File: src/verilog/wb_pkg.sv
// Wishbone request and response structs for the data and tag memory ports
`default_nettype none

package wb_pkg;

    // Field widths of the bus structs
    localparam int WB_AW  = 16;
    localparam int WB_DW  = 64;
    localparam int WB_SW  = WB_DW / 8;
    localparam int WB_TDW = 16;
    localparam int WB_TSW = WB_TDW / 8;

    // Data port, master to slave
    typedef struct packed {
        logic             cyc;
        logic             stb;
        logic             we;
        logic [WB_SW-1:0] sel;
        // Byte address of the doubleword, low 3 bits zero
        logic [WB_AW-1:0] adr;
        logic [WB_DW-1:0] dat;
    } wb_dreq_t;

    // Data port, slave to master
    typedef struct packed {
        logic [WB_DW-1:0] dat;
        logic             ack;
    } wb_dresp_t;

    // Tag port, read only
    typedef struct packed {
        logic              cyc;
        logic              stb;
        logic [WB_TSW-1:0] sel;
        // Doubleword index
        logic [WB_AW-1:0]  adr;
    } wb_treq_t;

    typedef struct packed {
        logic [WB_TDW-1:0] dat;
        logic              ack;
    } wb_tresp_t;

endpackage

`default_nettype wire

File: src/verilog/secv_pkg.sv
// Core constants, memory opcode enum, memory request and result structs
`default_nettype none

package secv_pkg;

    // Register width of the core
    localparam int XLEN = 64;

    // Bytes per doubleword
    localparam int XBYTES = XLEN / 8;

    // Pointer tag width, taken from the top address bits
    localparam int TLEN = 16;

    // Memory opcodes
    // Bit 3 set marks a store, every code not listed is illegal
    typedef enum logic [3:0] {
        MEM_OP_LB  = 4'b0000,
        MEM_OP_LH  = 4'b0001,
        MEM_OP_LW  = 4'b0010,
        MEM_OP_LD  = 4'b0011,
        MEM_OP_LBU = 4'b0100,
        MEM_OP_LHU = 4'b0101,
        MEM_OP_LWU = 4'b0110,
        MEM_OP_SB  = 4'b1000,
        MEM_OP_SH  = 4'b1001,
        MEM_OP_SW  = 4'b1010,
        MEM_OP_SD  = 4'b1011,
        // One representative of the unused codes
        MEM_OP_ILL = 4'b1111
    } mem_op_t;

    // Request into the memory unit, 132 bits
    typedef struct packed {
        mem_op_t         op;
        // Byte address, pointer tag in the upper TLEN bits
        logic [XLEN-1:0] src1;
        // Store data, right aligned
        logic [XLEN-1:0] src2;
    } mem_req_t;

    // Result out of the memory unit, 67 bits
    typedef struct packed {
        logic [XLEN-1:0] res;
        // Load value valid for register write back
        logic            res_wb;
        logic            err;
        // Set together with err on a tag mismatch
        logic            tag_err;
    } mem_res_t;

endpackage

`default_nettype wire
File: src/verilog/secv_mem_unit.sv
// Memory function unit top with control, tag checker and load and store formatters
`timescale 1ns/1ps
`default_nettype none

module secv_mem_unit #(
    parameter int ADR_WIDTH  = 16,
    parameter int TADR_WIDTH = 13
) (
    input  logic                    clk_i,
    input  logic                    arst_n_i,

    input  secv_pkg::mem_req_t      req_i,
    input  logic                    req_valid_i,
    output logic                    req_ready_o,
    output secv_pkg::mem_res_t      res_o,
    output logic                    res_valid_o,
    input  logic                    res_ready_i,
    output logic [ADR_WIDTH-1:0]    tag_err_adr_o,

    // Data and tag memories
    output wb_pkg::wb_dreq_t        dmem_o,
    input  wb_pkg::wb_dresp_t       dmem_i,
    output wb_pkg::wb_treq_t        tmem_o,
    input  wb_pkg::wb_tresp_t       tmem_i
);

    secv_pkg::mem_req_t                 cur_req;
    logic                               tag_match;
    logic                               misalign;
    logic [secv_pkg::XLEN-1:0]          load_dat;
    logic                               dmem_cyc;
    logic                               dmem_stb;
    logic                               dmem_we;
    logic [secv_pkg::XBYTES-1:0]        dmem_sel;
    logic [secv_pkg::XLEN-1:0]          dmem_dat;
    logic                               tmem_cyc;
    logic                               tmem_stb;
    logic [TADR_WIDTH-1:0]              tmem_adr;
    logic [secv_pkg::TLEN/8-1:0]        tmem_sel;

    mem_ctrl #(
        .ADR_WIDTH (ADR_WIDTH)
    ) u_mem_ctrl (
        .clk_i         (clk_i),
        .arst_n_i      (arst_n_i),
        .req_i         (req_i),
        .req_valid_i   (req_valid_i),
        .req_ready_o   (req_ready_o),
        .res_o         (res_o),
        .res_valid_o   (res_valid_o),
        .res_ready_i   (res_ready_i),
        .tag_match_i   (tag_match),
        .misalign_i    (misalign),
        .load_dat_i    (load_dat),
        .dmem_ack_i    (dmem_i.ack),
        .tmem_ack_i    (tmem_i.ack),
        .dmem_cyc_o    (dmem_cyc),
        .dmem_stb_o    (dmem_stb),
        .dmem_we_o     (dmem_we),
        .tmem_cyc_o    (tmem_cyc),
        .tmem_stb_o    (tmem_stb),
        .cur_req_o     (cur_req),
        .tag_err_adr_o (tag_err_adr_o)
    );

    mtag_chk #(
        .TADR_WIDTH (TADR_WIDTH)
    ) u_mtag_chk (
        .clk_i      (clk_i),
        .arst_n_i   (arst_n_i),
        .adr_i      (cur_req.src1),
        .tmem_dat_i (tmem_i.dat),
        .tmem_ack_i (tmem_i.ack),
        .tmem_adr_o (tmem_adr),
        .tmem_sel_o (tmem_sel),
        .match_o    (tag_match)
    );

    mem_store_fmt u_mem_store_fmt (
        .op_i       (cur_req.op),
        .adr_i      (cur_req.src1[2:0]),
        .dat_i      (cur_req.src2),
        .sel_o      (dmem_sel),
        .dat_o      (dmem_dat),
        .misalign_o (misalign)
    );

    mem_load_fmt u_mem_load_fmt (
        .op_i  (cur_req.op),
        .adr_i (cur_req.src1[2:0]),
        .dat_i (dmem_i.dat),
        .res_o (load_dat)
    );

    // Data bus, doubleword aligned byte address with lanes in sel
    assign dmem_o.cyc = dmem_cyc;
    assign dmem_o.stb = dmem_stb;
    assign dmem_o.we  = dmem_we;
    assign dmem_o.sel = dmem_sel;
    assign dmem_o.adr = wb_pkg::WB_AW'({cur_req.src1[ADR_WIDTH-1:3], 3'b000});
    assign dmem_o.dat = dmem_dat;

    // Tag bus
    assign tmem_o.cyc = tmem_cyc;
    assign tmem_o.stb = tmem_stb;
    assign tmem_o.sel = tmem_sel;
    assign tmem_o.adr = wb_pkg::WB_AW'(tmem_adr);

endmodule

`default_nettype wire

File: src/verilog/mem_ctrl.sv
// Memory unit control FSM with request, result and tag fault registers
`timescale 1ns/1ps
`default_nettype none

module mem_ctrl #(
    parameter int ADR_WIDTH = 16
) (
    input  logic                        clk_i,
    input  logic                        arst_n_i,

    // Request and result handshakes
    input  secv_pkg::mem_req_t          req_i,
    input  logic                        req_valid_i,
    output logic                        req_ready_o,
    output secv_pkg::mem_res_t          res_o,
    output logic                        res_valid_o,
    input  logic                        res_ready_i,

    // Status from the datapath
    input  logic                        tag_match_i,
    input  logic                        misalign_i,
    input  logic [secv_pkg::XLEN-1:0]   load_dat_i,

    // Bus control
    input  logic                        dmem_ack_i,
    input  logic                        tmem_ack_i,
    output logic                        dmem_cyc_o,
    output logic                        dmem_stb_o,
    output logic                        dmem_we_o,
    output logic                        tmem_cyc_o,
    output logic                        tmem_stb_o,

    output secv_pkg::mem_req_t          cur_req_o,
    output logic [ADR_WIDTH-1:0]        tag_err_adr_o
);

    typedef enum logic [2:0] {IDLE, TAG, CMP, DATA, DONE} state_t;

    state_t                 state;
    state_t                 state_nxt;
    secv_pkg::mem_req_t     cur_req;
    secv_pkg::mem_res_t     res_q;
    logic [ADR_WIDTH-1:0]   tag_err_adr_q;
    logic                   is_load;
    logic                   is_store;
    logic                   bad_req;

    // Opcode class of the held request
    always_comb begin
        is_load  = 1'b0;
        is_store = 1'b0;
        case (cur_req.op)
            secv_pkg::MEM_OP_LB, secv_pkg::MEM_OP_LH, secv_pkg::MEM_OP_LW, secv_pkg::MEM_OP_LD,
            secv_pkg::MEM_OP_LBU, secv_pkg::MEM_OP_LHU, secv_pkg::MEM_OP_LWU:
                is_load = 1'b1;
            secv_pkg::MEM_OP_SB, secv_pkg::MEM_OP_SH, secv_pkg::MEM_OP_SW, secv_pkg::MEM_OP_SD:
                is_store = 1'b1;
            default: ;
        endcase
    end

    // Rejected before any bus cycle
    assign bad_req = !(is_load || is_store) || misalign_i;

    always_comb begin
        state_nxt = state;
        case (state)
            IDLE: if (req_valid_i) state_nxt = TAG;
            TAG: begin
                // A bad request presents its error result right here
                if (bad_req) begin
                    state_nxt = res_ready_i ? IDLE : DONE;
                end else if (tmem_ack_i) begin
                    state_nxt = CMP;
                end
            end
            CMP:  state_nxt = tag_match_i ? DATA : DONE;
            DATA: if (dmem_ack_i) state_nxt = DONE;
            DONE: if (res_ready_i) state_nxt = IDLE;
            default: state_nxt = IDLE;
        endcase
    end

    always_ff @(posedge clk_i or negedge arst_n_i) begin
        if (!arst_n_i) begin
            state         <= IDLE;
            tag_err_adr_q <= '0;
        end else begin
            state <= state_nxt;
            if (state == CMP && !tag_match_i) begin
                tag_err_adr_q <= cur_req.src1[ADR_WIDTH-1:0];
            end
        end
    end

    // Request and result payload
    always_ff @(posedge clk_i) begin
        if (state == IDLE && req_valid_i) begin
            cur_req <= req_i;
            // Starts as a plain error, later states overwrite it
            res_q   <= '{res: '0, res_wb: 1'b0, err: 1'b1, tag_err: 1'b0};
        end else if (state == CMP && !tag_match_i) begin
            res_q.tag_err <= 1'b1;
        end else if (state == DATA && dmem_ack_i) begin
            res_q.res    <= is_load ? load_dat_i : '0;
            res_q.res_wb <= is_load;
            res_q.err    <= 1'b0;
        end
    end

    assign req_ready_o   = (state == IDLE);
    assign res_valid_o   = (state == DONE) || (state == TAG && bad_req);
    assign res_o         = res_q;

    assign tmem_cyc_o    = (state == TAG) && !bad_req;
    assign tmem_stb_o    = tmem_cyc_o;
    assign dmem_cyc_o    = (state == DATA);
    assign dmem_stb_o    = dmem_cyc_o;
    assign dmem_we_o     = dmem_cyc_o && is_store;

    assign cur_req_o     = cur_req;
    assign tag_err_adr_o = tag_err_adr_q;

    // Strobes stay up with their cycle until the slave acks
    a_tmem_hold: assert property (@(posedge clk_i) disable iff (!arst_n_i)
        tmem_stb_o && !tmem_ack_i |=> tmem_stb_o && tmem_cyc_o);

    a_dmem_hold: assert property (@(posedge clk_i) disable iff (!arst_n_i)
        dmem_stb_o && !dmem_ack_i |=> dmem_stb_o && dmem_cyc_o && $stable(dmem_we_o));

    a_res_hold: assert property (@(posedge clk_i) disable iff (!arst_n_i)
        res_valid_o && !res_ready_i |=> res_valid_o && $stable(res_o));

endmodule

`default_nettype wire

File: src/verilog/mtag_chk.sv
// Tag checker with tag memory addressing, tag register and pointer tag compare
`timescale 1ns/1ps
`default_nettype none

module mtag_chk #(
    parameter int TADR_WIDTH = 13
) (
    input  logic                          clk_i,
    input  logic                          arst_n_i,

    // Byte address with the pointer tag on top
    input  logic [secv_pkg::XLEN-1:0]     adr_i,

    input  logic [secv_pkg::TLEN-1:0]     tmem_dat_i,
    input  logic                          tmem_ack_i,
    output logic [TADR_WIDTH-1:0]         tmem_adr_o,
    output logic [secv_pkg::TLEN/8-1:0]   tmem_sel_o,

    output logic                          match_o
);

    logic [secv_pkg::TLEN-1:0] tag_q;

    // One tag per doubleword
    assign tmem_adr_o = adr_i[TADR_WIDTH+2:3];

    // Always the whole tag word
    assign tmem_sel_o = '1;

    always_ff @(posedge clk_i or negedge arst_n_i) begin
        if (!arst_n_i) begin
            tag_q <= '0;
        end else if (tmem_ack_i) begin
            tag_q <= tmem_dat_i;
        end
    end

    // Memory tag against pointer tag
    assign match_o = (tag_q == adr_i[secv_pkg::XLEN-1 -: secv_pkg::TLEN]);

    // Compare cycle sees the address that was looked up
    a_adr_held: assert property (@(posedge clk_i) disable iff (!arst_n_i)
        tmem_ack_i |=> $stable(adr_i));

endmodule

`default_nettype wire

File: src/verilog/mem_load_fmt.sv
// Load formatter with byte extraction and sign or zero extension to XLEN
`timescale 1ns/1ps
`default_nettype none

module mem_load_fmt (
    input  secv_pkg::mem_op_t            op_i,
    // Byte offset inside the doubleword
    input  logic [2:0]                   adr_i,
    // Raw doubleword from the data bus
    input  logic [secv_pkg::XLEN-1:0]    dat_i,
    output logic [secv_pkg::XLEN-1:0]    res_o
);

    logic [secv_pkg::XLEN-1:0] shifted;

    // Addressed byte down to lane 0
    assign shifted = dat_i >> {adr_i, 3'b000};

    always_comb begin
        case (op_i)
            secv_pkg::MEM_OP_LB:
                res_o = {{(secv_pkg::XLEN-8){shifted[7]}}, shifted[7:0]};
            secv_pkg::MEM_OP_LH:
                res_o = {{(secv_pkg::XLEN-16){shifted[15]}}, shifted[15:0]};
            secv_pkg::MEM_OP_LW:
                res_o = {{(secv_pkg::XLEN-32){shifted[31]}}, shifted[31:0]};
            secv_pkg::MEM_OP_LBU:
                res_o = {{(secv_pkg::XLEN-8){1'b0}}, shifted[7:0]};
            secv_pkg::MEM_OP_LHU:
                res_o = {{(secv_pkg::XLEN-16){1'b0}}, shifted[15:0]};
            secv_pkg::MEM_OP_LWU:
                res_o = {{(secv_pkg::XLEN-32){1'b0}}, shifted[31:0]};
            // LD passes through, stores ignore the value
            default:
                res_o = shifted;
        endcase
    end

endmodule

`default_nettype wire

File: src/verilog/mem_store_fmt.sv
// Store formatter with width decode, byte lane select, data shift and misalign check
`timescale 1ns/1ps
`default_nettype none

module mem_store_fmt (
    input  secv_pkg::mem_op_t                op_i,
    // Byte offset inside the doubleword
    input  logic [2:0]                       adr_i,
    input  logic [secv_pkg::XLEN-1:0]        dat_i,
    output logic [secv_pkg::XBYTES-1:0]      sel_o,
    output logic [secv_pkg::XLEN-1:0]        dat_o,
    output logic                             misalign_o
);

    logic [secv_pkg::XBYTES-1:0] mask;
    logic [3:0]                  nbytes;
    logic [3:0]                  end_byte;

    // Access width, loads and stores alike
    always_comb begin
        case (op_i)
            secv_pkg::MEM_OP_LB, secv_pkg::MEM_OP_LBU, secv_pkg::MEM_OP_SB: begin
                nbytes = 4'd1;
                mask   = 8'h01;
            end
            secv_pkg::MEM_OP_LH, secv_pkg::MEM_OP_LHU, secv_pkg::MEM_OP_SH: begin
                nbytes = 4'd2;
                mask   = 8'h03;
            end
            secv_pkg::MEM_OP_LW, secv_pkg::MEM_OP_LWU, secv_pkg::MEM_OP_SW: begin
                nbytes = 4'd4;
                mask   = 8'h0f;
            end
            default: begin
                // Doubleword, illegal codes are caught by the FSM
                nbytes = 4'd8;
                mask   = 8'hff;
            end
        endcase
    end

    // Last byte past the doubleword end
    assign end_byte   = {1'b0, adr_i} + nbytes;
    assign misalign_o = (end_byte > 4'd8);

    // Move lanes and data up to the offset
    assign sel_o = mask << adr_i;
    assign dat_o = dat_i << {adr_i, 3'b000};

endmodule

`default_nettype wire

File: config.mk
export PLATFORM = sky130hd
export DESIGN_NAME = secv_mem_unit
export DESIGN_NICKNAME = d
export VERILOG_FILES = /design/src/verilog/wb_pkg.sv /design/src/verilog/secv_pkg.sv /design/src/verilog/secv_mem_unit.sv /design/src/verilog/mem_ctrl.sv /design/src/verilog/mtag_chk.sv /design/src/verilog/mem_load_fmt.sv /design/src/verilog/mem_store_fmt.sv
export SDC_FILE = /design/constraint.sdc
export NUM_CORES = 1
export LEC_CHECK = 0
export BUFFER_PORTS_ARGS = -buffer_cell sky130_fd_sc_hd__buf_2
export CORE_MARGIN = 2
export CORE_UTILIZATION = 23
export DETAILED_ROUTE_END_ITERATION = 10
export GPL_ROUTABILITY_DRIVEN = 0
export PLACE_DENSITY = 0.45
export SETUP_SLACK_MARGIN = 0.15
export SKIP_CTS_REPAIR_TIMING = 1
export SLEW_MARGIN = 20
export SYNTH_ARGS = -nofsm -noshare
export SYNTH_HDL_FRONTEND = slang
export SYNTH_SLANG_ARGS = --single-unit
File: constraint.sdc
create_clock -name clk_i -period 7.6 [get_ports clk_i]
set_input_delay 1.52 -clock clk_i [delete_from_list [all_inputs] [get_ports clk_i]]
set_output_delay 1.52 -clock clk_i [all_outputs]
set_load 0.03 [all_outputs]
-- Word level (Yosys, flattened, before mapping)
Memories as Yosys holds them, arrays and structs flattened. A register that Yosys moved wholly into a read port is not among the register bits.
Cells that the tools add are included.
Widths: inputs -> output; s select.
- memory bits (read-only): 176
- memories kept: 1
- word-level logic and storage cells: 67
- register bits: 234
- output and inout port bits: 196
- order comparisons: 1
- reduce and logical (&&, ||, !) cells: 18
- bitwise logic cells: 1
- $add $sub $neg: 1
- equal/unequal tests: 19
- muxes and demuxes: 13
- shifts and indexed selects: 3
- memories (memory ; words ; width ; read ports ; clocked after memory_dff ; write ports ; RTL line ; source):
    (no name shown) ; 16 ; 11 ; 1 ; 1 ; 0 ; mem_store_fmt.sv:21 ; case (op_i)
- operators by type and width (kind ; count):
    $pmux 64 s6 ; 1
    $mux 64 ; 1
    $shl 64x6->64 ; 1
    $shr 64x6->64 ; 1
    $mux 3 ; 7
    $eq 16x16->1 ; 1
    $eq 4x4->1 const B ; 4
    $pmux 3 s5 ; 1
    $eq 4x3->1 const B ; 3
    $eq 4x2->1 const B ; 2
    $shl 8x3->8 ; 1
    $reduce_or 7->1 ; 1
    $eq 3x2->1 const B ; 2
    $logic_and 1x1->1 ; 6
    $ne 2x2->1 const B ; 3
    $add 3x4->4 ; 1
    $eq 4x1->1 const B ; 1
    $gt 4x4->1 const B ; 1
    $logic_not 4->1 ; 1
    $mux 4 ; 1
    $reduce_and 4->1 ; 1
    $reduce_or 4->1 ; 1
    $eq 3x1->1 const B ; 1
    $eq 3x3->1 const B ; 1
    7 further kinds ; 12

-- Logic depth before layout (Yosys ltp)
- word-level depth: 8
- mapped depth: 9
- depth with buffers taken out: 6

-- Hierarchy
A second synthesis with hierarchy kept.
- cell total of the unflattened synthesis: 1016
- area total of the unflattened synthesis: 12567.1 um^2
- modules (own cells, without submodules) (module ; cells an instance ; instances ; area each (um^2) ; seq. area each (um^2)):
    mem_ctrl ; 427 ; 1 ; 7126.8 ; 5780.5
    mem_load_fmt ; 275 ; 1 ; 2416.1 ; 0.0
    mem_store_fmt ; 231 ; 1 ; 1994.4 ; 0.0
    mtag_chk ; 71 ; 1 ; 943.4 ; 400.4
    secv_mem_unit ; 12 ; 1 ; 86.3 ; 0.0

-- Worst setup path before layout
No wires, ideal clock.
- path type: input to register
- start point: in req_valid_i
- end point: reg, netlist name u_mem_ctrl.cur_req_o[0]
- slack: 2068 ps
- stages on the path: 4
- path buffers: 2
- setup time: 504 ps
- data arrival time: 5028 ps
- cells stage by stage: nand2b_1 -> nor3_1 -> clkbuf_1 -> clkbuf_1
- longest elaborated chain between the ends: 1
- ends and longest elaborated chain (what ; RTL line ; source):
    start: declaration ; secv_mem_unit.sv:13 ; input logic req_valid_i,
    $logic_and 1x1->1 ; mem_ctrl.sv:98 ; if (state == IDLE && req_valid_i) begin
Every way passes these cells.
A chain may end at the register's enable or synchronous reset.

==> results_dict.tcl <==
set metrics [dict create \
    synth_fa_ha_area_share_pct 0.5103 \
    ys_ff_latch 208 \
    yosys.area_share.simple_pct 9.463 \
    ys.flop_type "edfxtp_1" \
    clock-sinks 208 \
    hold_path_class "flip-flop to flip-flop" \
    syn_to_final_growth_pct 27.37 \
    fin_setup_tns_ns 0 \
    skew_ns 0.01891 \
    maxCapViolations 0 \
    crit_arrival_ns 3.34 \
    synth_edf_count 100 \
    required_ns 6.08 \
    cts_max_path_buffers 3 \
    crit_start "u_mem_ctrl.cur_req_o[65]$_DFFE_PP_" \
    dieWidth_um 225.4 \
    ys_async_sr_fraction_pct 16.83 \
    drt_iter0_drc 420 \
    die_area_um2 50820 \
    vias 9631 \
    cts_root_buffer "clkbuf_16" \
    syn_inst 1064 \
    core_area_um2 48650 \
    slew_headroom_pct 36.22 \
    cpMaxStageDelayCell "fa_1" \
    final_util_pct 29.53 \
    hold_slack_ns 0.4437 \
    antenna_found_initial 10 \
    r2r-start "u_mem_ctrl.cur_req_o[64]$_DFFE_PP_" \
    p_per_area_nw_per_um2 361.6 \
    dp_hpwl_um 29520 \
    period_share_pct 63.92 \
    cts_tree "done" \
    boundaryPins 414 \
    clkTransAtPathRegs_ns 0.05 \
    cp_num_buf_inv 2 \
    rsz0062_at_grt "no" \
    portBuffers 373 \
    drcViolationCount 0 \
    gr-usage-all-layers_pct 15.67 \
    yosys_warnings 0 \
    viasPerCell 4.792 \
    htreeDepth 1 \
    ys_types 61 \
    cts_buffers 29 \
    ir_drop_mv 0.2368 \
    worst_slack_ns 2.742 \
    finalHoldViolCount 0 \
    drive_above_1_share_pct 37.72 \
    critical_path_class "flip-flop to primary output" \
    synth-seq-area-share_pct 47.35 \
    finalPower_uw 5195 \
    outcome "finished clean" \
    drv_slew 0 \
    avgSynthCellArea_um2 10.60 \
    worst_slew_pin_slew_ns 0.9544 \
    cp-start-kind "flip-flop" \
    endpoint_kind "primary output" \
    rows 81 \
    die_y_um 225.4 \
    synth_compound_area_share_pct 15.07 \
    finalNetCount 1584 \
    antenna_left 0 \
    fillCellCount 5146 \
    setup_viol 0 \
    clk_latency_ns 0.56 \
    wl_per_cell_um 20.55 \
    hold_path.startpoint "u_mem_ctrl.res_o[44]$_SDFFE_PP0P_" \
    initial_core_util_pct 23.18 \
    grt-ovfl-total 0 \
    syn_area_um2 11280 \
    pre_cts_slack_ns 3.168 \
    path_cells "buf_12, fa_1, or3_1, a22oi_1, and3_1, buf_2" \
    grt_pass1_vias 9694 \
    leakage_uw 0.006226 \
    first_pass_iters 5 \
    synth_mux_area_share_pct 19.66 \
    fmax_mhz 205.8 \
    crit_family "buffers and inverters" \
    layout_min_cycle_time_ns 4.858 \
    grt_max_degree 177 \
    synth-xor-area-share_pct 1.475 \
    grt_pass1_wl_um 60100 \
    wl_um 41310 \
    path_max_fanout 133 \
    synth_top_family_by_area "multiplexers" \
    critPathMaxStageDelay_ns 0.51 \
]
==> layout make-up <==
class,instances,area [um2],share of cell area [%]
Antenna cell,4,10.01,0.06968
Sequential cell,208,5340,37.17
Multi-Input combinational cell,728,5278,36.74
Clock buffer,38,769.5,5.357
Clock inverter,15,158.9,1.106
Tap cell,622,778.2,5.418
Inverter,7,26.28,0.1829
Timing Repair Buffer,388,2004,13.95
==> layout by cell type, fill, tap and decap left out, types with 13 or more instances in the layout <==
master,netlist,final
a221o_1,14,14
mux4_2,21,21
mux2_2,54,54
buf_2,23,373
and2_1,16,16
dfxtp_1,73,73
dfrtp_1,35,35
a211oi_1,14,14
buf_4,45,13
nor2_1,69,68
nand2_1,109,108
o22ai_1,34,34
a21oi_1,54,54
xnor2_1,17,17
o21ai_0,96,96
mux2i_1,112,112
edfxtp_1,100,100
clkbuf_16,0,29
==> per-layer routing <==
layer / track usage [%] / up-vias / share of wire [%]
li1: - / 4496 / -
met1: 19.11 / 4713 / 41
met2: 26.71 / 339 / 48
met3: 4.016 / 73 / 6.5
met4: 5.512 / 10 / 3.4
met5: 0 / - / 0.15
==> path summary, 6_finish.rpt <==
kind / endpoint / slack [ns] / cells after the start
setup / recovery: tmem_o[19] / 2.74 / 6
hold / removal: u_mem_ctrl.res_o[44]$_SDFFE_PP0P_ / 0.44 / 2
setup reg to reg: u_mem_ctrl.res_o[59]$_SDFFE_PP0P_ / 4.57 / 7
hold reg to reg: u_mem_ctrl.res_o[44]$_SDFFE_PP0P_ / 0.44 / 2
max in group asynchronous: u_mem_ctrl.tag_err_adr_o[4]$_DFFE_PN0P_ / 5.94 / 1
min in group asynchronous: u_mem_ctrl.tag_err_adr_o[8]$_DFFE_PN0P_ / 1.09 / 1
==> flip-flops by register name, summed over array words and instances, names as in the netlist <==
signal                    flops
u_mem_ctrl.res_o             67
u_mem_ctrl.tag_err_adr_o     16
u_mem_ctrl.state              3
u_mem_ctrl.cur_req_o        100
u_mtag_chk.tag_q             16
u_mem_store_fmt.mask          3
u_mem_store_fmt.nbytes        3
==> worst reg2reg max path: cells and delay by family (launching register included) <==
kind,cells,cell delay (ns)
AND/OR/NAND/NOR,1,0.73
AO/OA/AOI/OAI,4,0.96
flip-flops,1,0.41
buffers and inverters,2,0.86
==> power by group <==
part | internal [uW] | total (uW) | switching, uW
clock network | 811 | 1330 | 523
logic | 722 | 2220 | 1500
registers | 1460 | 1640 | 177
==> synthesized netlist by cell type, drive strengths merged (17+ instances only) <==
master	instances	share of area, %
mux2i	112	9.9
nand2	109	3.6
edfxtp	100	27
o21ai	97	4.3
buf	83	4.7
dfxtp	73	13
nor2	69	2.3
a21oi	56	2.6
mux2	55	5.5
clkbuf	44	1.5
dfrtp	35	7.8
o22ai	34	1.9
mux4	21	4.2
xnor2	17	1.3
==> stage by stage <==
stage | cell area (um2) | instances
final | 14370 | 2010
after global routing | 14360 | 2008
after CTS | 14350 | 2006
after detailed placement | 13420 | 1953
after global placement | 13420 | 1953
after floorplan | 11300 | 1070
==> logic make-up after synthesis <==
family	after synthesis
AO/OA/AOI/OAI	271
XOR/XNOR	19
adder cells (fa/ha/maj)	4
buffers and inverters	134
flip-flops	208
multiplexers	188
other	2
AND/OR/NAND/NOR	238
(Power assumes the default switching activity.)
